### config.mk
export PLATFORM = sky130hd
export DESIGN_NAME = pixel_mixer
export DESIGN_NICKNAME = d
export VERILOG_FILES = /design/src/logic/vga_pkg.sv /design/src/logic/pixel_mixer.sv
export SDC_FILE = /design/constraint.sdc
export NUM_CORES = 1
export LEC_CHECK = 0
export BUFFER_PORTS_ARGS = -buffer_cell sky130_fd_sc_hd__buf_2
export CAP_MARGIN = 20
export CELL_PAD_IN_SITES_DETAIL_PLACEMENT = 1
export CELL_PAD_IN_SITES_GLOBAL_PLACEMENT = 2
export CORE_MARGIN = 5
export CORE_UTILIZATION = 19
export DETAILED_ROUTE_END_ITERATION = 10
export PLACE_DENSITY = 0.73
export SLEW_MARGIN = 5
export SYNTH_ARGS = -nofsm -noshare
export SYNTH_HDL_FRONTEND = slang
export SYNTH_SLANG_ARGS = --single-unit
export TNS_END_PERCENT = 100
### constraint.sdc
create_clock -name sys_clk -period 0.8 [get_ports sys_clk]
set_input_delay 0.08 -clock sys_clk [delete_from_list [all_inputs] [get_ports sys_clk]]
set_output_delay 0.08 -clock sys_clk [all_outputs]
set_load 0.02 [all_outputs]
### src/logic/vga_pkg.sv
`default_nettype none

package vga_pkg;

    // meaningful widths
    typedef logic [9:0]  coord_t;
    typedef logic [12:0] rom_addr_t;
    typedef logic [15:0] ram_addr_t;
    typedef logic [15:0] pix565_t;
    typedef logic [7:0]  chan_t;

    typedef struct packed {
        chan_t r;
        chan_t g;
        chan_t b;
    } rgb_t;

    // raster position plus flags decoded for it
    typedef struct packed {
        coord_t h;
        coord_t v;
        logic   hsync;
        logic   vsync;
        logic   active;
    } raster_t;

    // top-left corner
    typedef struct packed {
        coord_t x;
        coord_t y;
    } sprite_pos_t;

    typedef struct packed {
        sprite_pos_t player;
        sprite_pos_t obstacle;
    } scene_pos_t;

    typedef struct packed {
        rgb_t color;
        logic opaque;
    } sprite_pix_t;

    typedef enum logic [1:0] {
        idle,
        issue,
        capture
    } fetch_state_t;

    // 640x480 raster, counts in pixels and lines
    localparam int H_ACTIVE = 640;
    localparam int H_FRONT  = 16;
    localparam int H_SYNC   = 96;
    localparam int H_TOTAL  = 800;
    localparam int V_ACTIVE = 480;
    localparam int V_FRONT  = 10;
    localparam int V_SYNC   = 2;
    localparam int V_TOTAL  = 525;

    localparam int SPRITE_SIZE = 32;

    // sprite slots in the rom
    localparam rom_addr_t PLAYER_BASE   = 13'd0;
    localparam rom_addr_t OBSTACLE_BASE = 13'd4096;

    // first of the four position words in ram
    localparam ram_addr_t POS_BASE = 16'h0100;

    localparam pix565_t KEY_COLOR = 16'hF81F;
    localparam rgb_t    BG_COLOR  = '{r: 8'h88, g: 8'hCC, b: 8'h88};

    // fixed sprite image, 4x4 checker with keyed 2x2 corners
    function automatic pix565_t sprite_word(rom_addr_t addr);
        logic [4:0] col;
        logic [4:0] row;
        logic       corner;
        logic       tile;
        col    = addr[4:0];
        row    = addr[9:5];
        corner = ((row < 5'd2) || (row > 5'd29)) && ((col < 5'd2) || (col > 5'd29));
        tile   = row[2] ^ col[2];
        if (corner) begin
            return KEY_COLOR;
        end
        // bit 12 picks the obstacle slot
        if (addr[12]) begin
            return tile ? 16'h07E0 : 16'h8410;
        end
        return tile ? 16'hFFE0 : 16'h001F;
    endfunction

endpackage

`default_nettype wire

### src/logic/pixel_mixer.sv
`timescale 1ns/1ps
`default_nettype none

module pixel_mixer import vga_pkg::*; (
    input  wire              sys_clk,
    input  wire              reset,
    input  wire              pix_en,
    input  wire raster_t     raster,
    input  wire sprite_pix_t player,
    input  wire sprite_pix_t obstacle,
    output rgb_t             rgb,
    output logic             hsync,
    output logic             vsync,
    output logic             blank_n
);

    rgb_t mix;

    // player over obstacle over background, black in blanking
    always_comb begin
        if (!raster.active) begin
            mix = '0;
        end else if (player.opaque) begin
            mix = player.color;
        end else if (obstacle.opaque) begin
            mix = obstacle.color;
        end else begin
            mix = BG_COLOR;
        end
    end

    // output register, syncs kept in step with colour
    always_ff @(posedge sys_clk or negedge reset) begin
        if (!reset) begin
            rgb     <= '0;
            hsync   <= 1'b1;
            vsync   <= 1'b1;
            blank_n <= 1'b0;
        end else if (pix_en) begin
            rgb     <= mix;
            hsync   <= raster.hsync;
            vsync   <= raster.vsync;
            blank_n <= raster.active;
        end
    end

endmodule

`default_nettype wire

==> results.md <==
* Crit. End Element: output port
* Layout Utilization at 0.339
* HPWL after DPL at ~3500 µm
* Vias in the first global route at roughly 1400
* Crit-path max FO at 2
* Layout Nets at ~280
* Clock sink count at 27
* Lkg Pwr at 1.04 nW
* Largest net degree at the start of global routing at 28
* Mux cell area share after synthesis at 0.0180
* Delay-heaviest family, CP: flip-flops
* Post-DP Area at approximately 1800 µm²
* CP required at 720 ps
* Pin slew with the least headroom to its limit at 347 ps
* First-pass GRT wire length at ~7100 µm
* Number of diodes at 0
* Violated checks: negative setup slack
* Initial core utilization at 0.196
* Main combinational cell family by area after synthesis: compound AO/OA/AOI/OAI gates
* Wirelength, routed at roughly 4500 µm
* Total number of vias at approximately 1200
* Placer Congestion at between 0.6 and 0.7
* CTS max path bufs at 2
* WP data arrival at approximately 930 ps
* CP Cell Sequence: buf_6
* I/O pin count at ~100
* Placeable Area at around 6400 µm²
* Buf/Inv on CP at 1
* Post-DRT Antenna Nets at 0
* Distinct cell type count after synthesis at 15
* CTS tree: done
* Placed cells at 269
* Fin crit share at 1.26
* Reg2reg start: rgb[0]
* GRT Total Usage at 0.105
* Clk_skew at 0 ps
* Worst-Skew Late Latency at between 200 and 300 ps
* Fraction of layout cells with a size suffix above 1 at 0.566
* Final hold viol count at 0
* Startpoint type of the worst setup path: flop
* P&R area growth vs syn at 72.6%
* H-tree depth at 1
* Final instance area at about 2200 µm²
* Mapped cell area at around 1300 µm²
* R2R Setup Slk at -120 ps
* Worst setup path start: hsync
* Chip Width at about 90 µm
* Synthesized-area fraction occupied by and/or/nand/nor cells at 0.186
* Critical path's slowest cell: dfstp_2
* Power Density at approximately 1500 nW/µm²
* Clk slew on worst S/H paths at roughly 90 ps
* Worst Setup EP: hsync
* Rel. slew slack at 0.769
* Num CTS Buffers at 3
* Max Slew Vio Count at 0
* Instance count on the critical path at 1
* Reg2reg path depth at 2
* Synth Area in XOR/XNOR at 0
* Synth Area in Compound Gates at 0.188
* CTS root buf: clkbuf_8
* Peak supply drop at 0.618 mV
* Die height at about 91 µm
* Yosys warning total at 0
* DRC violations left at 0
* Total global routing overflow at 0
* Setup CP Type: flop to output port
* Initial detailed-routing violation count at 35
* Drt pass-1 iters at 3
* Adder-cell share of the synthesized area at 0
* Number of synthesized register bits at 27
* Die footprint at between 8000 and 9000 µm²
* Commonest non-fill, non-tap cell in the layout: buf_2
* Number of fillers in the final layout at ~760
* Synth Instances at between 100 and 150
* RSZ-0062 raised after global routing: true
* Register area share after synthesis at 0.541
* Multi-input gate area at ~570 µm²
* Commonest cells after routing, fill and taps aside: buf_2, buf_6, dfrtp_1, a221o_1, nor2b_1
* Syn avg cell area at between 10 and 15 µm²
* Syn Nets at around 180
* Max Clk Rate at about 1000 MHz
* Via-per-instance ratio at between 4 and 5
* Initial antenna violation count at 0
* Reg area at slightly below 700 µm²
* Reg-to-reg endpoint: rgb[0]
* Port bufs at 82
* Max-cap violation count at 0
* Tmin final at approximately 1000 ps
* Outcome: complete, but fails checks
* Fin cells at roughly 280
* Crit-path max cell delay at ~550 ps
* Setup WS post-layout at -211 ps
* WL/cell at ~16 µm
* Finish-stage setup viols at 43
* HP Class: input pin to flop
* # rows at 29
[state kept, by name, summed over array words and instances (netlist names)]
| name | count |
|---|---|
| hsync | 1 |
| vsync | 1 |
| blank_n | 1 |
| rgb | 24 |
[layer usage]
metal,vias to the layer above,global-route usage,part of all wire
met3,2,0.0248,0.047
met2,38,0.189,0.54
met5,-,0,0
met1,608,0.124,0.41
met4,0,0.0257,0.0096
li1,570,-,-
[power breakdown]
part	switching, mW	leakage (nW)	internal, mW
logic	0.437	0.666	0.551
clock network	0.419	0.0255	0.349
registers	0.0899	0.347	1.49
total	0.946	1.04	2.39
[worst min path at each step]
stage / from / end / slack [ps] / cells after the start
floorplan: reset / blank_n / -220 / 0
global placement: reset / rgb[12] / -50 / 1
detailed placement: reset / rgb[12] / -60 / 1
CTS: raster[2] / hsync / 20 / 2
global route: raster[1] / vsync / 10 / 2
finish: raster[1] / vsync / 30 / 2
[repair_timing]
item / CTS / global route
setup buffers: 0 / 1
hold buffers: 1 / 0
gates resized for setup: 60 / 17
setup endpoints to repair: 43 / 43
endpoints found under the hold margin: 27 / 0
[cells by family after synthesis]
family | after synthesis
AOI/OAI and AO/OA | 25
buffers and inverters | 17
DFF | 27
muxes | 2
and+or+nand+nor | 35
[synth_stat cells]
cell type  instances  share of area
a221o_1           16           0.13
and3_1             1         0.0050
and4b_1            1         0.0080
buf_2              5          0.020
buf_6              2          0.018
clkbuf_1           1         0.0030
dfrtp_1           25           0.50
dfstp_2            2          0.042
inv_1              9          0.027
mux2_1             2          0.018
nand2_2            1         0.0050
nor2b_1           24           0.12
nor3b_1            8          0.048
o21ai_1            1         0.0040
o32ai_1            8          0.056
[cell type report]
cell class / count / share of cell area
Clock buffer: 3 / 0.0191
Clock inverter: 1 / 0.00231
Inverter: 9 / 0.0156
Multi-Input combinational cell: 62 / 0.261
Sequential cell: 27 / 0.313
Tap cell: 77 / 0.0445
Timing Repair Buffer: 96 / 0.344
[metrics by stage]
step / power, mW / hold WS, ps / setup TNS, ps / setup WS, ps
after global routing: 3.53 / 12.1 / -6280 / -251
after CTS: 3.36 / 20.0 / -5300 / -225
after detailed placement: 2.37 / -56.9 / -4690 / -244
final: 3.34 / 27.4 / -4730 / -211
after floorplan: 1.96 / -216 / -2330 / -146
after global placement: 2.35 / -51.8 / -4250 / -234
Note: power is estimated with default switching activity, not from simulation.
