===== src/logic/vga_pkg.sv =====
`default_nettype none

package vga_pkg;

    // meaningful widths
    typedef logic [9:0]  coord_t;
    typedef logic [12:0] rom_addr_t;
    typedef logic [15:0] ram_addr_t;
    typedef logic [15:0] pix565_t;
    typedef logic [7:0]  chan_t;

    typedef struct packed {
        chan_t r;
        chan_t g;
        chan_t b;
    } rgb_t;

    // raster position plus flags decoded for it
    typedef struct packed {
        coord_t h;
        coord_t v;
        logic   hsync;
        logic   vsync;
        logic   active;
    } raster_t;

    // top-left corner
    typedef struct packed {
        coord_t x;
        coord_t y;
    } sprite_pos_t;

    typedef struct packed {
        sprite_pos_t player;
        sprite_pos_t obstacle;
    } scene_pos_t;

    typedef struct packed {
        rgb_t color;
        logic opaque;
    } sprite_pix_t;

    typedef enum logic [1:0] {
        idle,
        issue,
        capture
    } fetch_state_t;

    // 640x480 raster, counts in pixels and lines
    localparam int H_ACTIVE = 640;
    localparam int H_FRONT  = 16;
    localparam int H_SYNC   = 96;
    localparam int H_TOTAL  = 800;
    localparam int V_ACTIVE = 480;
    localparam int V_FRONT  = 10;
    localparam int V_SYNC   = 2;
    localparam int V_TOTAL  = 525;

    localparam int SPRITE_SIZE = 32;

    // sprite slots in the rom
    localparam rom_addr_t PLAYER_BASE   = 13'd0;
    localparam rom_addr_t OBSTACLE_BASE = 13'd4096;

    // first of the four position words in ram
    localparam ram_addr_t POS_BASE = 16'h0100;

    localparam pix565_t KEY_COLOR = 16'hF81F;
    localparam rgb_t    BG_COLOR  = '{r: 8'h88, g: 8'hCC, b: 8'h88};

    // fixed sprite image, 4x4 checker with keyed 2x2 corners
    function automatic pix565_t sprite_word(rom_addr_t addr);
        logic [4:0] col;
        logic [4:0] row;
        logic       corner;
        logic       tile;
        col    = addr[4:0];
        row    = addr[9:5];
        corner = ((row < 5'd2) || (row > 5'd29)) && ((col < 5'd2) || (col > 5'd29));
        tile   = row[2] ^ col[2];
        if (corner) begin
            return KEY_COLOR;
        end
        // bit 12 picks the obstacle slot
        if (addr[12]) begin
            return tile ? 16'h07E0 : 16'h8410;
        end
        return tile ? 16'hFFE0 : 16'h001F;
    endfunction

endpackage

`default_nettype wire


===== src/logic/vga_timing.sv =====
`timescale 1ns/1ps
`default_nettype none

module vga_timing import vga_pkg::*; (
    input  wire     sys_clk,
    input  wire     reset,
    output logic    pix_en,
    output raster_t raster,
    output logic    vblank_start
);

    coord_t h_nxt;
    coord_t v_nxt;
    logic   hsync_nxt;
    logic   vsync_nxt;
    logic   active_nxt;

    // divide by two, first clock after reset is a pixel
    always_ff @(posedge sys_clk or negedge reset) begin
        if (!reset) begin
            pix_en <= 1'b1;
        end else begin
            pix_en <= ~pix_en;
        end
    end

    // next column and line with wrap
    always_comb begin
        h_nxt = raster.h + 1'b1;
        v_nxt = raster.v;
        if (raster.h == coord_t'(H_TOTAL - 1)) begin
            h_nxt = '0;
            if (raster.v == coord_t'(V_TOTAL - 1)) begin
                v_nxt = '0;
            end else begin
                v_nxt = raster.v + 1'b1;
            end
        end
    end

    // flags decoded for the next position so they register with it
    always_comb begin
        hsync_nxt  = !((h_nxt >= coord_t'(H_ACTIVE + H_FRONT)) &&
                       (h_nxt <  coord_t'(H_ACTIVE + H_FRONT + H_SYNC)));
        vsync_nxt  = !((v_nxt >= coord_t'(V_ACTIVE + V_FRONT)) &&
                       (v_nxt <  coord_t'(V_ACTIVE + V_FRONT + V_SYNC)));
        active_nxt = (h_nxt < coord_t'(H_ACTIVE)) && (v_nxt < coord_t'(V_ACTIVE));
    end

    always_ff @(posedge sys_clk or negedge reset) begin
        if (!reset) begin
            // top-left pixel, inside the active area
            raster <= '{h: '0, v: '0, hsync: 1'b1, vsync: 1'b1, active: 1'b1};
        end else if (pix_en) begin
            raster.h      <= h_nxt;
            raster.v      <= v_nxt;
            raster.hsync  <= hsync_nxt;
            raster.vsync  <= vsync_nxt;
            raster.active <= active_nxt;
        end
    end

    // raster sits at (0,480) for two clocks, only the strobe one counts
    assign vblank_start = pix_en && (raster.h == '0) && (raster.v == coord_t'(V_ACTIVE));

endmodule

`default_nettype wire


===== config.mk =====
export PLATFORM = sky130hd
export DESIGN_NAME = vga_timing
export DESIGN_NICKNAME = d
export VERILOG_FILES = /design/src/logic/vga_pkg.sv /design/src/logic/vga_timing.sv
export SDC_FILE = /design/constraint.sdc
export NUM_CORES = 1
export LEC_CHECK = 0
export ABC_AREA = 1
export BUFFER_PORTS_ARGS = -buffer_cell sky130_fd_sc_hd__buf_2
export CAP_MARGIN = 0
export CORE_ASPECT_RATIO = 0.9
export CORE_MARGIN = 5
export CORE_UTILIZATION = 45
export CTS_CLUSTER_SIZE = 12
export DETAILED_ROUTE_END_ITERATION = 8
export GPL_TIMING_DRIVEN = 1
export PLACE_DENSITY = 0.69
export SLEW_MARGIN = 20
export SYNTH_ARGS = -nofsm -noshare
export SYNTH_HDL_FRONTEND = slang
export SYNTH_SLANG_ARGS = --single-unit

===== constraint.sdc =====
create_clock -name sys_clk -period 1.8 [get_ports sys_clk]
set_clock_uncertainty 0.15 [all_clocks]
set_input_delay 0.18 -clock sys_clk [delete_from_list [all_inputs] [get_ports sys_clk]]
set_output_delay 0.18 -clock sys_clk [all_outputs]
set_load 0.005 [all_outputs]

==> results.cfg <==
[floorplanning]
core_area_um2 = 3730
initial_core_util_pct = 46.8
dieArea_um2 = 5230
die_x_um = 75.7
pin_count = 27
fp.dieH_um = 69.1
fp-row-count = 21

[critical_path]
crit_path_end_kind = output pin
r2r_start = raster[14]
critPathKind = reg2out
reg2regPathDepth = 12
crit_buf_inv = 3
worst-path-stages = 7
critical_path_required_ns = 1.47
crit_family = simple AND/OR/NAND/NOR gates
timing.rr.end = raster[1]
r2r_slack_ns = -0.02
max_stage_delay_ns = 0.41
cp-start-kind = register
cpMaxStageDelayCell = dfrtp_1
worstPathMaxFanout = 2
crit_chain = inv_1 > ha_2 > inv_1 > nor4_2 > nand2_1 > nor4_2 > buf_2
crit_arrival_ns = 1.60

[grt]
grt-busiest-layer = met2
grt-ovfl-total = 0
grt_max_degree = 25
grt_pass1_vias = 1619
grt_pass1_wl_um = 7390
use_met3_pct = 3.20
met2_usage_pct = 26.9
grt_usage_pct = 17.7
antenna_found_initial = 0
gr-usage-met1_pct = 26.5

[sta]
rsz0062_at_grt = yes
finalSetupViolCount = 2
layout_setup_ws_ns = -0.134
fin_crit_ns = 1.93
hold_viol_final = 0
fmax_ghz = 0.517
relSlewSlack_pct = 63.7
worst_pin_slew_ns = 0.545
hold_ws_ns = 0.269
slew_viol_final = 0
post-route-period-util_pct = 107

[clock_tree]
insertion_delay_ns = 0.27
cts_inserted_buffers = 3
tritoncts = built
cts_max_level = 1
clock-sinks = 24
cts-root-buf = clkbuf_8
clk_pin_slew_ns = 0.09
clock_path_buffers = 2

[yosys]
yosys_warnings = 0
syn_nets = 266
yosysSeqAreaShare_pct = 34.6
synth_ff_type = dfrtp_1
async_reset_ff_share_pct = 100
mappedNetlistArea_um2 = 1750
synth_cell_types = 30
synth-seq-cells = 24
synth_edf_count = 0
synth_cells = 260
syn_avg_cell_area_um2 = 6.72

[status]
status = finished with violations
violations = negative setup slack

[cells_and_area]
fin_cells = 354
fin_area_um2 = 2210
fin_nets = 315
layout_common_cells = nand2_1, inv_1, buf_2
area_delta_synth_final_pct = 26.3
nFillCells = 362
mostFrequentLayoutCell = nand2_1
drive_gt1_share_pct = 29.5
antenna_cells = 0

[route]
ant_nets = 0
viasPerCell = 4.99
drc_errors = 0
wl_um = 4410
dr.first_iter.drc_count = 129
drt_pass1_iterations = 4
avgRoutedWirePerCell_um = 12.5
vias = 1768

[power_and_ir_drop]
vdd_drop_max_mv = 0.393
p_leak_nw = 1.17
p_per_area_nw_per_um2 = 401
power.total_mw = 0.886

[placement]
routabilityCongestion = 0.905
dp.cells = 346
placed_area_um2 = 2050
port_buffers = 26
pre_cts_ws_ns = -0.0675
hpwl_um = 3350

[worst_hold_path]
hold_path.class = in2async

[run]
max_cap_violations = 0
[flip-flops by register name (all words and copies together), names as in the netlist]
| signal | count |
|---|---|
| raster | 23 |
| pix_en | 1 |
[layer usage]
metal / share of wire [%] / vias to the layer above
met3: 6.1 / 2
met4: 0.54 / 0
met2: 44 / 37
met5: 0 / -
met1: 50 / 797
li1: - / 932
[cell families (layout without fill, tap and decap cells)]
group	Yosys count	in the layout	synth area share (%)
AND/OR/NAND/NOR	160	160	42.9
XOR/XNOR	5	5	2.51
buffers and inverters	44	92	10.1
adder cells (fa/ha/maj)	4	4	2.86
AO/OA/AOI/OAI	23	23	7.02
flip-flops	24	24	34.6
[synthesized netlist by cell type, types with 3 or more instances]
library cell,instances,area [um2]
nand2_1,76,285
inv_1,36,135
nor2_1,28,105
nand3_1,24,120
dfrtp_1,20,500
o21ai_0,16,80.1
nand4_1,10,62.6
nand2_2,7,43.8
nor2_4,5,56.3
xor2_1,5,43.8
dfstp_2,4,105
ha_1,4,50.1
clkbuf_1,3,11.3
nor4_1,3,18.8
o22ai_1,3,18.8
[worst max path at each step]
stage	from	to	slack, ns
floorplan	raster[13]	raster[1]	0.09
global placement	raster[4]	raster[1]	-0.08
detailed placement	raster[4]	raster[1]	-0.07
CTS	raster[4]	vblank_start	-0.15
global route	raster[4]	vblank_start	-0.30
finish	raster[4]	vblank_start	-0.13
[per-stage QoR]
step | util, % | TNS (ns)
after floorplan | - | 0
after global placement | 54.9 | -0.0802
after detailed placement | 54.9 | -0.0675
after CTS | 57.6 | -0.149
after global routing | 59.2 | -0.669
final | 59.2 | -0.157
[power by group]
group	leakage [nW]	total, mW	internal, mW	switching [mW]
registers	0.308	0.539	0.539	0
clock network	0.0228	0.335	0.158	0.176
logic	0.844	0.0126	0.00218	0.0105
total	1.17	0.886	0.700	0.187
[area by class of cell]
cell class / instances / area [um2] / share of cell area (%)
sequential: 24 / 608 / 27.5
multi-input combinational: 192 / 1040 / 47.1
timing repair buffer: 49 / 309 / 14.0
clock buffer: 4 / 45.0 / 2.04
inverter: 39 / 148 / 6.69
tap: 46 / 57.6 / 2.61
[repair_timing]
| action | in CTS | in global routing |
|---|---|---|
| pin swaps | 8 | 7 |
| hold buffers | 1 | 0 |
| setup endpoints to repair | 4 | 5 |
| gates resized for setup | 8 | 14 |
| buffers inserted | 3 | 1 |
| hold endpoints to repair | 20 | 0 |
Power figures use the tool's default switching activity.
