$ cat config.mk
export PLATFORM = sky130hd
export DESIGN_NAME = position_fetch
export DESIGN_NICKNAME = d
export VERILOG_FILES = /design/src/logic/vga_pkg.sv /design/src/logic/position_fetch.sv
export SDC_FILE = /design/constraint.sdc
export NUM_CORES = 1
export LEC_CHECK = 0
export ABC_CLOCK_PERIOD_IN_PS = 2400
export BUFFER_PORTS_ARGS = -buffer_cell sky130_fd_sc_hd__buf_2
export CORE_UTILIZATION = 50
export CTS_CLUSTER_DIAMETER = 50
export DETAILED_ROUTE_END_ITERATION = 10
export GPL_TIMING_DRIVEN = 0
export MAX_ROUTING_LAYER = met4
export PLACE_DENSITY = 0.84
export SETUP_SLACK_MARGIN = 0.4
export SYNTH_ARGS = -nofsm -noshare
export SYNTH_HDL_FRONTEND = slang
export SYNTH_SLANG_ARGS = --single-unit
$ cat constraint.sdc
create_clock -name sys_clk -period 2.4 [get_ports sys_clk]
set_clock_uncertainty 0.1 [all_clocks]
set_input_delay 0.36 -clock sys_clk [delete_from_list [all_inputs] [get_ports sys_clk]]
set_output_delay 0.36 -clock sys_clk [all_outputs]
set_load 0.1 [all_outputs]
$ cat src/logic/vga_pkg.sv
`default_nettype none

package vga_pkg;

    // meaningful widths
    typedef logic [9:0]  coord_t;
    typedef logic [12:0] rom_addr_t;
    typedef logic [15:0] ram_addr_t;
    typedef logic [15:0] pix565_t;
    typedef logic [7:0]  chan_t;

    typedef struct packed {
        chan_t r;
        chan_t g;
        chan_t b;
    } rgb_t;

    // raster position plus flags decoded for it
    typedef struct packed {
        coord_t h;
        coord_t v;
        logic   hsync;
        logic   vsync;
        logic   active;
    } raster_t;

    // top-left corner
    typedef struct packed {
        coord_t x;
        coord_t y;
    } sprite_pos_t;

    typedef struct packed {
        sprite_pos_t player;
        sprite_pos_t obstacle;
    } scene_pos_t;

    typedef struct packed {
        rgb_t color;
        logic opaque;
    } sprite_pix_t;

    typedef enum logic [1:0] {
        idle,
        issue,
        capture
    } fetch_state_t;

    // 640x480 raster, counts in pixels and lines
    localparam int H_ACTIVE = 640;
    localparam int H_FRONT  = 16;
    localparam int H_SYNC   = 96;
    localparam int H_TOTAL  = 800;
    localparam int V_ACTIVE = 480;
    localparam int V_FRONT  = 10;
    localparam int V_SYNC   = 2;
    localparam int V_TOTAL  = 525;

    localparam int SPRITE_SIZE = 32;

    // sprite slots in the rom
    localparam rom_addr_t PLAYER_BASE   = 13'd0;
    localparam rom_addr_t OBSTACLE_BASE = 13'd4096;

    // first of the four position words in ram
    localparam ram_addr_t POS_BASE = 16'h0100;

    localparam pix565_t KEY_COLOR = 16'hF81F;
    localparam rgb_t    BG_COLOR  = '{r: 8'h88, g: 8'hCC, b: 8'h88};

    // fixed sprite image, 4x4 checker with keyed 2x2 corners
    function automatic pix565_t sprite_word(rom_addr_t addr);
        logic [4:0] col;
        logic [4:0] row;
        logic       corner;
        logic       tile;
        col    = addr[4:0];
        row    = addr[9:5];
        corner = ((row < 5'd2) || (row > 5'd29)) && ((col < 5'd2) || (col > 5'd29));
        tile   = row[2] ^ col[2];
        if (corner) begin
            return KEY_COLOR;
        end
        // bit 12 picks the obstacle slot
        if (addr[12]) begin
            return tile ? 16'h07E0 : 16'h8410;
        end
        return tile ? 16'hFFE0 : 16'h001F;
    endfunction

endpackage

`default_nettype wire

$ cat src/logic/position_fetch.sv
`timescale 1ns/1ps
`default_nettype none

module position_fetch import vga_pkg::*; (
    input  wire                        sys_clk,
    input  wire                        reset,
    input  wire                        vblank_start,
    input  wire [$bits(pix565_t)-1:0]  ram_q,
    output ram_addr_t                  ram_addr,
    output scene_pos_t                 scene
);

    fetch_state_t state;
    logic [1:0]   idx;
    scene_pos_t   shadow;
    scene_pos_t   scene_nxt;
    coord_t       word;

    // only the low bits hold a coordinate
    assign word = coord_t'(ram_q[9:0]);

    // last word joins the shadow copy on its way to scene
    always_comb begin
        scene_nxt            = shadow;
        scene_nxt.obstacle.y = word;
    end

    always_ff @(posedge sys_clk or negedge reset) begin
        if (!reset) begin
            state    <= idle;
            idx      <= 2'd0;
            ram_addr <= POS_BASE;
            scene    <= '0;
        end else begin
            case (state)
                idle: begin
                    if (vblank_start) begin
                        state    <= issue;
                        idx      <= 2'd0;
                        ram_addr <= POS_BASE;
                    end
                end
                issue: begin
                    // address on the bus, data one clock later
                    state <= capture;
                end
                capture: begin
                    if (idx == 2'd3) begin
                        // publish all four together, no tearing
                        state    <= idle;
                        ram_addr <= POS_BASE;
                        scene    <= scene_nxt;
                    end else begin
                        state    <= issue;
                        idx      <= idx + 2'd1;
                        ram_addr <= ram_addr + 1'b1;
                    end
                end
                default: begin
                    state <= idle;
                    idx   <= 2'd0;
                end
            endcase
        end
    end

    // shadow copy, words 0..2
    always_ff @(posedge sys_clk) begin
        if (state == capture) begin
            case (idx)
                2'd0:    shadow.player.x   <= word;
                2'd1:    shadow.player.y   <= word;
                2'd2:    shadow.obstacle.x <= word;
                default: shadow.obstacle.y <= word;
            endcase
        end
    end

endmodule

`default_nettype wire

==> summary.txt <==
Simple-Gate Fraction of Synth Area: 0.0744
Port-buffer cells: 68
RSZ-0062 raised after global routing: no
nets: 336
XOR/XNOR Fraction of Synth Area: 0.00496
final hold vios: 56
sequential cell area: 0.00241 mm²
Syn Nets: 257
FMAX: 539 MHz
total clock buffers created by CTS: 9
crit path cell chain: ha_2 -> or3b_4 -> buf_6 -> a41oi_1 -> o21ai_0 -> o41ai_1
clock root cell: clkbuf_8
Max stage delay cell, worst path: dfrtp_1
Worst Max-Slew Pin Slew: 0.752 ns
Slew HR: 0.499
Critical Path RT: 2.55 ns
Final Hold Slack: -0.0286 ns
CP Buf/Inv Count: 1
crit path DAT: 2.00 ns
# DRC: 0
vias in the first global route: 2163
initial DRC count: 68
# fillers: 530
Post-synth EDFFs: 30
hpwl dp: 4520 µm
ANT nets after route: 0
post-cts hold buffer count: 0
Worst Path Max Fanout: 10
Post-synth ARST share: 0.667
crit-path max cell delay: 0.44 ns
delay-heaviest family, CP: flip-flops
clk buf depth: 2
clock slew at reported path FFs: 0.09 ns
Initial DRT Pass Iterations: 4
Top-Level Pins: 75
grt ovf: 0
Area Overhead vs Synth: 19.2%
GPL Wtd Cong: 0.830
Worst-Skew Late Latency: 0.35 ns
largest net degree at the start of global routing: 61
Netlist Area Pre-Place: 0.00353 mm²
footprint of the multi-input gates: 0.00106 mm²
Total Routing Usage GR: 0.198
Netlist cell types: 42
Min-Delay Path Class: in2async
status: complete, but fails checks
Initial Util: 0.520
initial antenna violation count: 0
Site Rows: 30
main combinational cell family by area after synthesis: multiplexers
adder-cell share of the synthesized area: 0.0177
postcts setup bufs: 0
CTS HTree Levels: 3
mux contribution to synthesized area: 0.131
CP Class: reg2reg
top_reg_cell synth: dfrtp_1
WL/cell: 16.0 µm
crit end category: flop
layout cells sized above 1: 0.454
Final period util: 0.774
vias post-DR: 2199
crit path time final: 1.86 ns
CTS sink cnt: 90
post-CTS sizing: 0
total inserted antenna cells: 0
synthesized instance count: 233
sequential area share after synthesis: 0.680
Mapped Avg Cell Area: 15.2 µm²
DIE HEIGHT: 86.1 µm
Synth Area in Compound Gates: 0.0726
max cap viols: 0
Critical Path Start Type: flop
Core Region: 0.00679 mm²
number of synthesized register bits: 90
CTS tree: built
Total Neg Setup Slack: 0 ns
vias per cell: 5.32
Final Routed Wirelength: 6590 µm
Max Slew Vio Count: 0
first-pass GRT wire length: 10600 µm
width of the die: 86.1 µm
setup violators final: 0
die area: 0.00741 mm²
failing checks: negative hold slack
Synth Warn #: 0
worst paths after layout:
path,from,endpoint,slack (ns),cells past startpoint
hold reg to reg,scene_nxt[21]$_DFFE_PP_,scene[21]$_DFFE_PN0P_,0.37,1
setup reg to reg,idx[0]$_DFFE_PN0P_,ram_addr[11]$_DFFE_PN0P_,0.54,6
hold / removal,reset,scene[7]$_DFFE_PN0P_,-0.03,1
setup / recovery,idx[0]$_DFFE_PN0P_,ram_addr[11]$_DFFE_PN0P_,0.54,6
min in group sys_clk,ram_q[3],scene_nxt[23]$_DFFE_PP_,0.12,1
max in group asynchronous,reset,ram_addr[2]$_DFFE_PN0P_,1.69,1
synth_stat cells, drive strengths merged, types with 2 or more instances:
cell	number	area share
nand2b	2	0.0035
nor4	2	0.0035
mux2	41	0.13
dfrtp	59	0.42
nor2	5	0.0053
buf	7	0.015
and2	4	0.0071
nand4	4	0.0089
a21oi	5	0.0071
inv	4	0.0042
nand3	3	0.0071
a31oi	6	0.011
o21ai	14	0.020
edfxtp	30	0.25
and4	2	0.0050
or3	3	0.0067
nand2	12	0.013
a22o	4	0.0099
o31ai	2	0.0042
xnor2	2	0.0050
ha	5	0.018
and3	3	0.0053
metal layers:
layer	GRT usage	routed length (µm)	up-vias
met3	0.0385	342	10
met4	0.0864	84	0
met5	-	0	-
met2	0.322	3270	81
met1	0.242	2900	1090
li1	-	-	1018
final cells by class:
cell class | instances | area share
sequential | 90 | 0.574
multi-input combinational | 132 | 0.253
timing repair buffer | 68 | 0.0814
clock buffer | 10 | 0.0303
tap | 96 | 0.0285
clock inverter | 6 | 0.0172
buffer | 7 | 0.0128
inverter | 4 | 0.00357
metrics by stage:
stage | instance area (µm²) | hold slack [ns] | cells | utilization | setup WS [ns]
2_1_floorplan | 3540 | -0.0356 | 233 | - | 0.383
3_3_place_gp | 4010 | 0.337 | 397 | 0.590 | 0.557
3_5_place_dp | 4010 | 0.349 | 397 | 0.590 | 0.480
6_report | 4210 | -0.0286 | 413 | 0.620 | 0.544
4_1_cts | 4210 | 0.109 | 413 | 0.619 | 0.454
5_1_grt | 4210 | 0.0272 | 413 | 0.620 | 0.445
placed cells by master (no fill, tap or decap), drive strengths merged, types with 2 or more instances in the layout:
master,count
a21oi,5
a22o,4
a31oi,6
and2,4
and3,3
and4,2
buf,75
clkbuf,10
clkinv,2
dfrtp,59
edfxtp,30
ha,5
inv,6
mux2,41
nand2,12
nand2b,2
nand3,3
nand4,4
nor2,5
nor4,2
o21ai,14
o31ai,2
or3,3
xnor2,2
flip-flops by register name, summed over array words and instances, names as in the netlist:
register   count
scene         40
ram_addr      16
idx            2
state          2
scene_nxt     30
cell families (layout without fill, tap and decap cells):
kind of cell | after synthesis | count (layout)
flops | 90 | 90
simple gates | 44 | 44
mux | 41 | 41
compound gates | 40 | 40
buf+inv | 11 | 95
fa+ha+maj | 5 | 5
xor+xnor | 2 | 2
Power is left out: the tool's default activity adds up to more than one toggle a clock period on the data nets, which glitch-free logic cannot reach.
