### config.mk
export PLATFORM = sky130hd
export DESIGN_NAME = sprite_draw
export DESIGN_NICKNAME = d
export VERILOG_FILES = /design/src/logic/vga_pkg.sv /design/src/logic/sprite_draw.sv
export SDC_FILE = /design/constraint.sdc
export NUM_CORES = 1
export LEC_CHECK = 0
export BUFFER_PORTS_ARGS = -buffer_cell sky130_fd_sc_hd__buf_2
export CORE_ASPECT_RATIO = 0.9
export CORE_MARGIN = 3
export CORE_UTILIZATION = 45
export CTS_CLUSTER_DIAMETER = 30
export DETAILED_ROUTE_END_ITERATION = 10
export GPL_ROUTABILITY_DRIVEN = 0
export PLACE_DENSITY = 0.74
export SLEW_MARGIN = 20
export SYNTH_ARGS = -nofsm -noshare
export SYNTH_HDL_FRONTEND = slang
export SYNTH_SLANG_ARGS = --single-unit
### constraint.sdc
create_clock -name sys_clk -period 0.9 [get_ports sys_clk]
set_input_delay 0.09 -clock sys_clk [delete_from_list [all_inputs] [get_ports sys_clk]]
set_output_delay 0.09 -clock sys_clk [all_outputs]
set_load 0.03 [all_outputs]
### src/logic/vga_pkg.sv
`default_nettype none

package vga_pkg;

    // meaningful widths
    typedef logic [9:0]  coord_t;
    typedef logic [12:0] rom_addr_t;
    typedef logic [15:0] ram_addr_t;
    typedef logic [15:0] pix565_t;
    typedef logic [7:0]  chan_t;

    typedef struct packed {
        chan_t r;
        chan_t g;
        chan_t b;
    } rgb_t;

    // raster position plus flags decoded for it
    typedef struct packed {
        coord_t h;
        coord_t v;
        logic   hsync;
        logic   vsync;
        logic   active;
    } raster_t;

    // top-left corner
    typedef struct packed {
        coord_t x;
        coord_t y;
    } sprite_pos_t;

    typedef struct packed {
        sprite_pos_t player;
        sprite_pos_t obstacle;
    } scene_pos_t;

    typedef struct packed {
        rgb_t color;
        logic opaque;
    } sprite_pix_t;

    typedef enum logic [1:0] {
        idle,
        issue,
        capture
    } fetch_state_t;

    // 640x480 raster, counts in pixels and lines
    localparam int H_ACTIVE = 640;
    localparam int H_FRONT  = 16;
    localparam int H_SYNC   = 96;
    localparam int H_TOTAL  = 800;
    localparam int V_ACTIVE = 480;
    localparam int V_FRONT  = 10;
    localparam int V_SYNC   = 2;
    localparam int V_TOTAL  = 525;

    localparam int SPRITE_SIZE = 32;

    // sprite slots in the rom
    localparam rom_addr_t PLAYER_BASE   = 13'd0;
    localparam rom_addr_t OBSTACLE_BASE = 13'd4096;

    // first of the four position words in ram
    localparam ram_addr_t POS_BASE = 16'h0100;

    localparam pix565_t KEY_COLOR = 16'hF81F;
    localparam rgb_t    BG_COLOR  = '{r: 8'h88, g: 8'hCC, b: 8'h88};

    // fixed sprite image, 4x4 checker with keyed 2x2 corners
    function automatic pix565_t sprite_word(rom_addr_t addr);
        logic [4:0] col;
        logic [4:0] row;
        logic       corner;
        logic       tile;
        col    = addr[4:0];
        row    = addr[9:5];
        corner = ((row < 5'd2) || (row > 5'd29)) && ((col < 5'd2) || (col > 5'd29));
        tile   = row[2] ^ col[2];
        if (corner) begin
            return KEY_COLOR;
        end
        // bit 12 picks the obstacle slot
        if (addr[12]) begin
            return tile ? 16'h07E0 : 16'h8410;
        end
        return tile ? 16'hFFE0 : 16'h001F;
    endfunction

endpackage

`default_nettype wire

### src/logic/sprite_draw.sv
`timescale 1ns/1ps
`default_nettype none

module sprite_draw import vga_pkg::*; #(
    parameter rom_addr_t BASE = PLAYER_BASE
) (
    input  wire              sys_clk,
    input  wire              reset,
    input  wire              pix_en,
    input  wire raster_t     raster,
    input  wire sprite_pos_t pos,
    output rom_addr_t        rom_addr,
    input  wire pix565_t     rom_q,
    output sprite_pix_t      pix,
    output raster_t          raster_out
);

    // idle raster, syncs high and blanked
    localparam raster_t RASTER_IDLE = '{h: '0, v: '0, hsync: 1'b1, vsync: 1'b1, active: 1'b0};

    coord_t    dx;
    coord_t    dy;
    logic      hit;
    rom_addr_t offset;

    logic    hit_d1;
    logic    hit_d2;
    raster_t raster_d1;
    raster_t raster_d2;

    logic [4:0] r5;
    logic [5:0] g6;
    logic [4:0] b5;

    // offsets wrap when left of or above the box, so check the lower bound too
    assign dx = raster.h - pos.x;
    assign dy = raster.v - pos.y;

    assign hit = (raster.h >= pos.x) && (dx < coord_t'(SPRITE_SIZE)) &&
                 (raster.v >= pos.y) && (dy < coord_t'(SPRITE_SIZE));

    // row*32 + column
    assign offset = {3'b000, dy[4:0], dx[4:0]};

    // stage 1, address and hit
    always_ff @(posedge sys_clk) begin
        if (pix_en) begin
            rom_addr <= BASE + offset;
        end
    end

    // hit and raster follow the rom read
    always_ff @(posedge sys_clk or negedge reset) begin
        if (!reset) begin
            hit_d1    <= 1'b0;
            hit_d2    <= 1'b0;
            raster_d1 <= RASTER_IDLE;
            raster_d2 <= RASTER_IDLE;
        end else if (pix_en) begin
            hit_d1    <= hit;
            hit_d2    <= hit_d1;
            raster_d1 <= raster;
            raster_d2 <= raster_d1;
        end
    end

    // stage 2, rom data is out of the rom register
    assign r5 = rom_q[15:11];
    assign g6 = rom_q[10:5];
    assign b5 = rom_q[4:0];

    // expand 565 by repeating the top bits
    always_comb begin
        pix.color.r = {r5, r5[4:2]};
        pix.color.g = {g6, g6[5:4]};
        pix.color.b = {b5, b5[4:2]};
        // keyed words let whatever is below show through
        pix.opaque  = hit_d2 && raster_d2.active && (rom_q != KEY_COLOR);
    end

    assign raster_out = raster_d2;

endmodule

`default_nettype wire

==> flow_metrics.tcl, run 1 <==
set metrics [dict create \
    ant_nets 0 \
    grt_pass1_vias 2839 \
    routed_wl_um 8530 \
    p_per_area_nw_per_um2 1620 \
    p_leak_nw 2.43 \
    fin_ws_ps -572 \
    syn_inst 299 \
    synth_seq_cells 58 \
    synth.cell_area_um2 3390 \
    place_hpwl_um 6030 \
    worstSetupEndpoint "hit_d1" \
    die_area_um2 8620 \
    fmax_mhz 679 \
    grt-ovfl-total 0 \
    tns_ps -3920 \
    intPower_mw 5.74 \
    clkLatencyLatePin_ps 340 \
    p_total_mw 8.44 \
    synth_top_area_share_pct 32.4 \
    final_nets 548 \
    gr-usage-all-layers_pct 20.0 \
    clk_pin_slew_ps 70 \
    synth-edff-count 10 \
    cts_tree "built" \
    htree_levels 3 \
    drcViolationCount 0 \
    die_y_um 88.4 \
    rsz0062_at_grt "true" \
    antenna_cells 0 \
    io_pins 123 \
    hold_violations 0 \
    r2r-start "raster_out[15]" \
    r2r_slack_ps 0 \
    worst_clock_skew_ps 7.86 \
    pwr-share-comb_pct 35.2 \
    setup.worst_path.end_class "flop" \
    crit_arrival_ps 1730 \
    min_period_ps 1470 \
    yosys.area.top_type "dfrtp_1" \
    reg2reg_depth 2 \
    synth_ff_type "dfrtp_1" \
    dr.first_iter.drc_count 80 \
    clkPwrFrac_pct 26.5 \
    ys_async_sr_fraction_pct 82.8 \
    rows 29 \
    crit_type "primary input to flop" \
    synth_area_leaders "dfrtp_1, mux2_2, edfxtp_1" \
    grt_pass1_wl_um 13600 \
    yosysUniqueCellTypes 52 \
    post-route-util_pct 72.6 \
    vdd.ir_drop.worst_uv 1130 \
    cp-start-kind "primary input" \
    path_max_fanout 2 \
    io_buffers 119 \
    yosys_warnings 0 \
    antenna_found_initial 0 \
    vias 2783 \
    core_area_um2 7180 \
    cts_buffer_depth 2 \
    ys_seq_area_share_pct 44.4 \
    layout-drive-gt1-share_pct 59.5 \
    max_cap_violations 0 \
    ctsRootBufferMaster "clkbuf_8" \
    layout_common_cells "buf_2, mux2_2, buf_4, dfrtp_1, buf_6" \
    syn_area_per_cell_um2 11.3 \
    required_ps 1160 \
    clock-sinks 58 \
    hp-class "primary input to flop" \
    dr.pass1.iters 4 \
    violations "negative setup slack" \
    final_common_cell "buf_2" \
    report.final.slew_viol_count 0 \
    dpl_worst_slack_ps -1090 \
    seq_power_share_pct 38.3 \
    multi_input_area_um2 1780 \
    post_drt_wl_per_cell_um 15.2 \
    setup_viol 40 \
    numCtsBuffers 9 \
    fp.dieW_um 97.5 \
    seq_area_um2 1510 \
    status "finished with violations" \
    switching_share_pct 31.9 \
    startpoint "raster[8]" \
    syn2layout_area_growth_pct 53.7 \
    initial_core_util_pct 47.2 \
    switchingPower_mw 2.69 \
    grt_max_degree 49 \
    r2r_end "raster_out[15]" \
    fillers 514 \
    vias_per_cell 4.95 \
    post-route-period-util_pct 164 \
]
## layout make-up
cell class	instances	share of cell area (%)
multi-input combinational	176	34.1
sequential	58	28.9
timing repair buffer	186	28.0
clock buffer	14	3.31
inverter	33	3.24
tap	93	2.23
clock inverter	2	0.240
## Yosys cell counts (all sizes together) (2+ instances only)
| library cell | instances |
|---|---|
| mux2 | 48 |
| dfrtp | 44 |
| buf | 34 |
| inv | 33 |
| ha | 20 |
| o21ai | 11 |
| edfxtp | 10 |
| nor2 | 10 |
| a21oi | 8 |
| xnor2 | 6 |
| a211oi | 5 |
| nand4 | 5 |
| dfstp | 4 |
| nand2b | 4 |
| nor4 | 4 |
| a21o | 3 |
| a31oi | 3 |
| mux2i | 3 |
| nand2 | 3 |
| nand3 | 3 |
| nor3 | 3 |
| o21a | 3 |
| o22ai | 3 |
| a211o | 2 |
| fa | 2 |
| nor2b | 2 |
| o2111ai | 2 |
| o21bai | 2 |
| or2b | 2 |
## worst min-delay path by stage
stage / depth (start not counted) / start / slack [ps] / endpoint
floorplan: 0 / reset / -210 / hit_d1
global placement: 2 / reset / 90 / raster_out[14]
detailed placement: 2 / reset / 100 / raster_out[14]
CTS: 2 / raster[7] / 1 / raster_d1[7]
global route: 2 / raster[17] / 4 / raster_d1[17]
finish: 2 / raster[17] / 20 / raster_d1[17]
## kinds of logic after synthesis
| kind of cell | share of synthesized area (%) |
|---|---|
| AOI/OAI and AO/OA | 9.74 |
| DFF | 44.4 |
| buffers and inverters | 10.5 |
| xor gates and xnor gates | 1.81 |
| and+or+nand+nor | 8.04 |
| muxes | 16.8 |
| other | 0.111 |
| adders and majority gates | 8.55 |
## metal layers
layer | global-route usage (%) | wire length [um]
met3 | 5.67 | 482
met4 | 8.68 | 151
met1 | 23.9 | 3400
met2 | 34.5 | 4500
met5 | 0 | 0
## power groups by stage
stage	sequential [mW]	clock, mW	combinational [mW]
floorplan	3.66	0	1.16
global placement	3.21	0	2.39
detailed placement	3.23	0	2.44
CTS	3.23	2.29	2.86
global route	3.27	2.41	3.18
finish	3.23	2.24	2.97
## repair_timing
item | in CTS | in global routing
buffers inserted | 4 | 1
endpoints found under the setup margin | 40 | 42
gates resized for setup | 95 | 21
hold endpoints to repair | 63 | 1
pin swaps | 4 | 8
hold buffers | 16 | 1
## critical path, stage by stage
cell and delay [ps]:
buf_2 120, ha_4 150, or4_4 540, o22ai_4 150
mux2i_2 270, o2111ai_2 140, o32ai_2 260
## sequential cells by signal, summed over array words and instances (netlist names)
signal / flops
raster_d1: 23
raster_out: 23
rom_addr: 10
hit_d1: 1
hit_d2: 1
## stage by stage
stage	hold slack [ps]	cells	area, um2
floorplan	-206	301	3570
global route	3.86	562	5220
finish	17.3	562	5220
detailed placement	96.4	525	4400
CTS	1.17	560	5100
global placement	94.8	525	4400
Note: power is estimated with default switching activity, not from simulation.
==> inputs of run 2 (changes only) <==
--- a/config.mk
+++ b/config.mk
@@ -12,7 +12,8 @@
 export CTS_CLUSTER_DIAMETER = 30
 export DETAILED_ROUTE_END_ITERATION = 10
 export GPL_ROUTABILITY_DRIVEN = 0
-export PLACE_DENSITY = 0.74
+export PLACE_DENSITY = 0.77
+export SKIP_CTS_REPAIR_TIMING = 1
 export SLEW_MARGIN = 20
 export SYNTH_ARGS = -nofsm -noshare
 export SYNTH_HDL_FRONTEND = slang
==> constraint.sdc (replaced) <==
create_clock -name sys_clk -period 1.2 [get_ports sys_clk]
set_input_delay 0.24 -clock sys_clk [delete_from_list [all_inputs] [get_ports sys_clk]]
set_output_delay 0.24 -clock sys_clk [all_outputs]
set_load 0.03 [all_outputs]
==> run 2 against run 1 <==
Effect of this change: the flow still finishes with violations (negative setup slack); first-iteration DRC count decreased by 14%; worst setup slack improved by 80 ps; sequential cell count unchanged; final area fell by 8.7%; combinational power shrank 35%; clock-buffer cell count is 3 lower; utilization down 6.3 points; sequential share of layout area rose by 2.7 points; via count fell by 3.0%; cell count down 3.7%; total power fell by 28%; global-route usage shrank 2.3 points; highest routed layer unchanged.
==> flow_metrics.tcl, run 2 (synthesis gave the netlist of run 1 again) <==
set metrics [dict create \
    status "finished with violations" \
    ant_nets 0 \
    r2r_slack_ps 300 \
    clkLatencyLatePin_ps 330 \
    gr-usage-all-layers_pct 17.8 \
    dr.pass1.iters 6 \
    fin_ws_ps -492 \
    clk_pin_slew_ps 70 \
    setup.worst_path.end_class "flop" \
    io_pins 123 \
    numCtsBuffers 9 \
    die_area_um2 8620 \
    final_nets 527 \
    clkPwrFrac_pct 28.8 \
    seq_power_share_pct 39.4 \
    use_met2_pct 29.5 \
    crit_arrival_ps 1900 \
    max_cap_violations 0 \
    grt_pass1_vias 2678 \
    p_leak_nw 2.27 \
    grt_max_degree 49 \
    path_max_fanout 3 \
    rows 29 \
    r2r_end "raster_out[0]" \
    fp.dieW_um 97.5 \
    use_met3_pct 5.28 \
    whs_path_depth 2 \
    clock-sinks 58 \
    fmax_mhz 591 \
    antenna_found_initial 0 \
    hold_ws_ps 141 \
    p_per_area_nw_per_um2 1270 \
    required_ps 1410 \
    syn2layout_area_growth_pct 40.3 \
    post_drt_wl_per_cell_um 14.5 \
    layout_common_cells "buf_2, mux2_2, dfrtp_1, buf_4, inv_1" \
    vias_per_cell 4.99 \
    r2r-start "raster_out[0]" \
    antenna_cells 0 \
    intPower_mw 4.12 \
    worstPathCellList "buf_8 > inv_8 > ha_4 > fa_2 > nor2b_1 > o21a_1 > o21ai_2 > a211o_1 > o2111ai_2 > o32ai_2" \
    crit_type "primary input to flop" \
    post-route-period-util_pct 141 \
    vias 2699 \
    tns_ps -1060 \
    io_buffers 119 \
    violations "negative setup slack" \
    place_hpwl_um 6070 \
    switchingPower_mw 1.92 \
    ctsRootBufferMaster "clkbuf_8" \
    vdd.ir_drop.worst_uv 841 \
    pwr-share-comb_pct 31.8 \
    final_common_cell "buf_2" \
    worst_clock_skew_ps 4.45 \
    report.final.slew_viol_count 0 \
    dr.first_iter.drc_count 69 \
    hold_violations 0 \
    htree_levels 3 \
    dp_cells 522 \
    core_area_um2 7180 \
    routed_wl_um 7850 \
    crit_slowest_cell "fa_2" \
    layout-drive-gt1-share_pct 60.3 \
    cts_tree "built" \
    initial_core_util_pct 47.2 \
    min_period_ps 1690 \
    setup_viol 7 \
    whs_endpoint "raster_d1[0]" \
    hp-class "primary input to flop" \
    switching_share_pct 31.8 \
    drcViolationCount 0 \
    die_y_um 88.4 \
    grt-ovfl-total 0 \
    grt_pass1_wl_um 12300 \
    slowest_delay_ps 400 \
    reg2reg_depth 2 \
    grt_util_met1_pct 22.4 \
    final_cells 541 \
    cp-start-kind "primary input" \
    min_from "raster[0]" \
    cts_buffer_depth 2 \
    busiest_layer "met2" \
    rsz0062_at_grt "true" \
]
==> run 2: stage by stage <==
stage,cell area (um2),setup WS [ps],power (mW),utilization [%]
3_3_place_gp,4360,-841,4.18,60.7
3_5_place_dp,4360,-869,4.24,60.7
4_1_cts,4560,-518,6.02,63.5
2_1_floorplan,3540,-631,3.61,-
5_1_grt,4760,-564,6.40,66.3
6_report,4760,-492,6.04,66.3
==> run 2: how the worst max path moves through the flow <==
stage	from	end
2_1_floorplan	pos[3]	hit_d1
3_3_place_gp	raster[6]	hit_d1
3_5_place_dp	raster[6]	hit_d1
4_1_cts	raster[6]	hit_d1
5_1_grt	raster[13]	hit_d1
6_report	raster[13]	hit_d1
==> run 2: worst max-delay path, delay by kind of cell <==
family | cells | cell delay (ps)
buffers and inverters | 2 | 120
AOI/OAI and AO/OA | 5 | 850
adders and majority gates | 2 | 550
and+or+nand+nor | 1 | 130
==> run 2: area by class of cell <==
class | count | area [um2]
multi-input cells | 176 | 1730
inverters | 33 | 161
clock inverters | 5 | 53.8
well taps | 93 | 116
fillers | 572 | 2420
clock buffers | 11 | 141
repair buffers | 165 | 1050
flip-flops and latches | 58 | 1510
==> run 2: power by group through the flow <==
stage | Clock (mW) | Combinational (mW) | Sequential (mW)
after floorplan | 0 | 0.864 | 2.74
after global placement | 0 | 1.78 | 2.40
after detailed placement | 0 | 1.82 | 2.42
after CTS | 1.81 | 1.83 | 2.38
after global routing | 1.91 | 2.07 | 2.42
final | 1.74 | 1.92 | 2.38
==> run 2: per-layer routing <==
metal / up-vias / wire length (um)
met5: - / 0
met2: 75 / 3940
li1: 1326 / -
met1: 1291 / 3380
met4: 0 / 65
met3: 7 / 465
==> inputs of run 3 (changes only) <==
--- a/config.mk
+++ b/config.mk
@@ -12,7 +12,7 @@
 export CTS_CLUSTER_DIAMETER = 30
 export DETAILED_ROUTE_END_ITERATION = 10
 export GPL_ROUTABILITY_DRIVEN = 0
-export PLACE_DENSITY = 0.77
+export PLACE_DENSITY = 0.74
 export SKIP_CTS_REPAIR_TIMING = 1
 export SLEW_MARGIN = 20
 export SYNTH_ARGS = -nofsm -noshare
==> constraint.sdc (replaced) <==
create_clock -name sys_clk -period 2.15 [get_ports sys_clk]
set_input_delay 0.43 -clock sys_clk [delete_from_list [all_inputs] [get_ports sys_clk]]
set_output_delay 0.43 -clock sys_clk [all_outputs]
set_load 0.03 [all_outputs]
==> run 3 against run 2 <==
Effect of this change: total power decreased by 45%; largest cell class unchanged; sequential share of layout area rose by 4.1 points; the flow now finishes without violations; clock skew grew 6.1 ps; critical path depth did not move; highest routed layer unchanged.
==> flow_metrics.tcl, run 3 (synthesis gave the netlist of run 1 again) <==
set metrics [dict create \
    status "completed" \
    post-route-period-util_pct 92.5 \
    multi_input_area_um2 1540 \
    final_cells 511 \
    max_cap_violations 0 \
    core_area_um2 7180 \
    clkLatencyLatePin_ps 340 \
    required_ps 2400 \
    place_hpwl_um 5850 \
    min_period_ps 1990 \
    final_common_cell "buf_2" \
    intPower_mw 2.28 \
    numCtsBuffers 9 \
    clk_pin_slew_ps 70 \
    grt_max_degree 37 \
    grt-ovfl-total 0 \
    io_pins 123 \
    clock-sinks 58 \
    worst_clock_skew_ps 10.5 \
    layout_common_cells "buf_2, mux2_2, dfrtp_1, inv_1, ha_1" \
    switchingPower_mw 1.03 \
    switching_share_pct 31.2 \
    fillers 657 \
    crit_arrival_ps 2240 \
    path_max_fanout 3 \
    antenna_found_initial 0 \
    grt_pass1_vias 2589 \
    post_drt_wl_per_cell_um 14.5 \
    htree_levels 3 \
    p_total_mw 3.31 \
    hp-class "primary input to flop" \
    fp.dieW_um 97.5 \
    hold_violations 0 \
    clkPwrFrac_pct 32.3 \
    vias 2601 \
    rows 29 \
    rsz0062_at_grt "false" \
    seq_power_share_pct 40.0 \
    dr.pass1.iters 4 \
    reg2reg_depth 1 \
    ctsRootBufferMaster "clkbuf_8" \
    gr-usage-all-layers_pct 17.5 \
    grt_pass1_wl_um 12000 \
    whs_endpoint "raster_d1[1]" \
    io_buffers 119 \
    place_area_um2 3990 \
    drcViolationCount 0 \
    min_from "raster[1]" \
    cp-start-kind "primary input" \
    pwr-share-comb_pct 27.7 \
    ant_nets 0 \
    seq_area_um2 1510 \
    syn2layout_area_growth_pct 24.1 \
    cts_tree "built" \
    p_leak_nw 2.07 \
    fmax_mhz 503 \
    setup_viol 0 \
    die_y_um 88.4 \
    routed_wl_um 7410 \
    r2r_slack_ps 1370 \
    dr.first_iter.drc_count 117 \
    final_nets 497 \
    r2r_end "raster_out[15]" \
    initial_core_util_pct 47.2 \
    setup.worst_path.end_class "flop" \
    vias_per_cell 5.09 \
    fin_area_um2 4210 \
    antenna_cells 0 \
    layout-drive-gt1-share_pct 49.0 \
    crit_type "primary input to flop" \
    report.final.slew_viol_count 0 \
    post-route-util_pct 58.6 \
    whs_path_depth 2 \
    p_per_area_nw_per_um2 786 \
    die_area_um2 8620 \
    dp_cells 494 \
    r2r-start "raster_d1[15]" \
    cts_buffer_depth 2 \
    vdd.ir_drop.worst_uv 594 \
]
[run 3: cell count changes in the layout (fill, tap and decap cells not counted), sizes merged]
cell and change:
clkinvlp +1, clkbuf -1, clkinv -1, bufinv +1
buf -30
[run 3: metrics by stage]
step	TNS, ps	hold WS [ps]	setup slack (ps)
final	0	326	162
after global routing	0	317	25.4
after CTS	0	-38.3	142
after detailed placement	-207	338	-207
after global placement	-111	340	-111
after floorplan	0	134	54.4
[run 3: worst max path at each step]
stage             end  slack [ps]  cells after the start      start
5_1_grt        hit_d1          30                     10  raster[3]
3_5_place_dp   hit_d1        -210                     10  raster[3]
6_report       hit_d1         160                     10  raster[3]
3_3_place_gp   hit_d1        -110                     10  raster[3]
2_1_floorplan  hit_d1          50                      9  raster[3]
4_1_cts        hit_d1         140                     10  raster[3]
[run 3: power groups by stage]
stage	Clock [mW]	Sequential, mW	Combinational (mW)
CTS	1.11	1.33	0.922
detailed placement	0	1.35	0.916
floorplan	0	1.53	0.460
global placement	0	1.34	0.900
global route	1.16	1.34	0.998
finish	1.07	1.32	0.916
[run 3: critical path, stage by stage]
cell      delay [ps]
buf_2             80
inv_1             40
ha_1             220
fa_1             390
nand2b_1         200
a21oi_1          150
o22ai_1          110
nor4_2           280
nand4_1          140
o32ai_2          210
[run 3: metal layers]
layer	wire length, um	GRT usage (%)
met2	3620	29.2
met4	131	7.92
met1	3080	20.8
met3	575	5.91
met5	0	0
[run 3: cell type report]
| cell class | count | share of cell area [%] |
|---|---|---|
| Clock inverter | 6 | 1.93 |
| Inverter | 33 | 2.94 |
| Sequential cell | 58 | 35.8 |
| Multi-Input combinational cell | 176 | 36.5 |
| Tap cell | 93 | 2.76 |
| Clock buffer | 10 | 3.03 |
| Timing Repair Buffer | 135 | 17.1 |
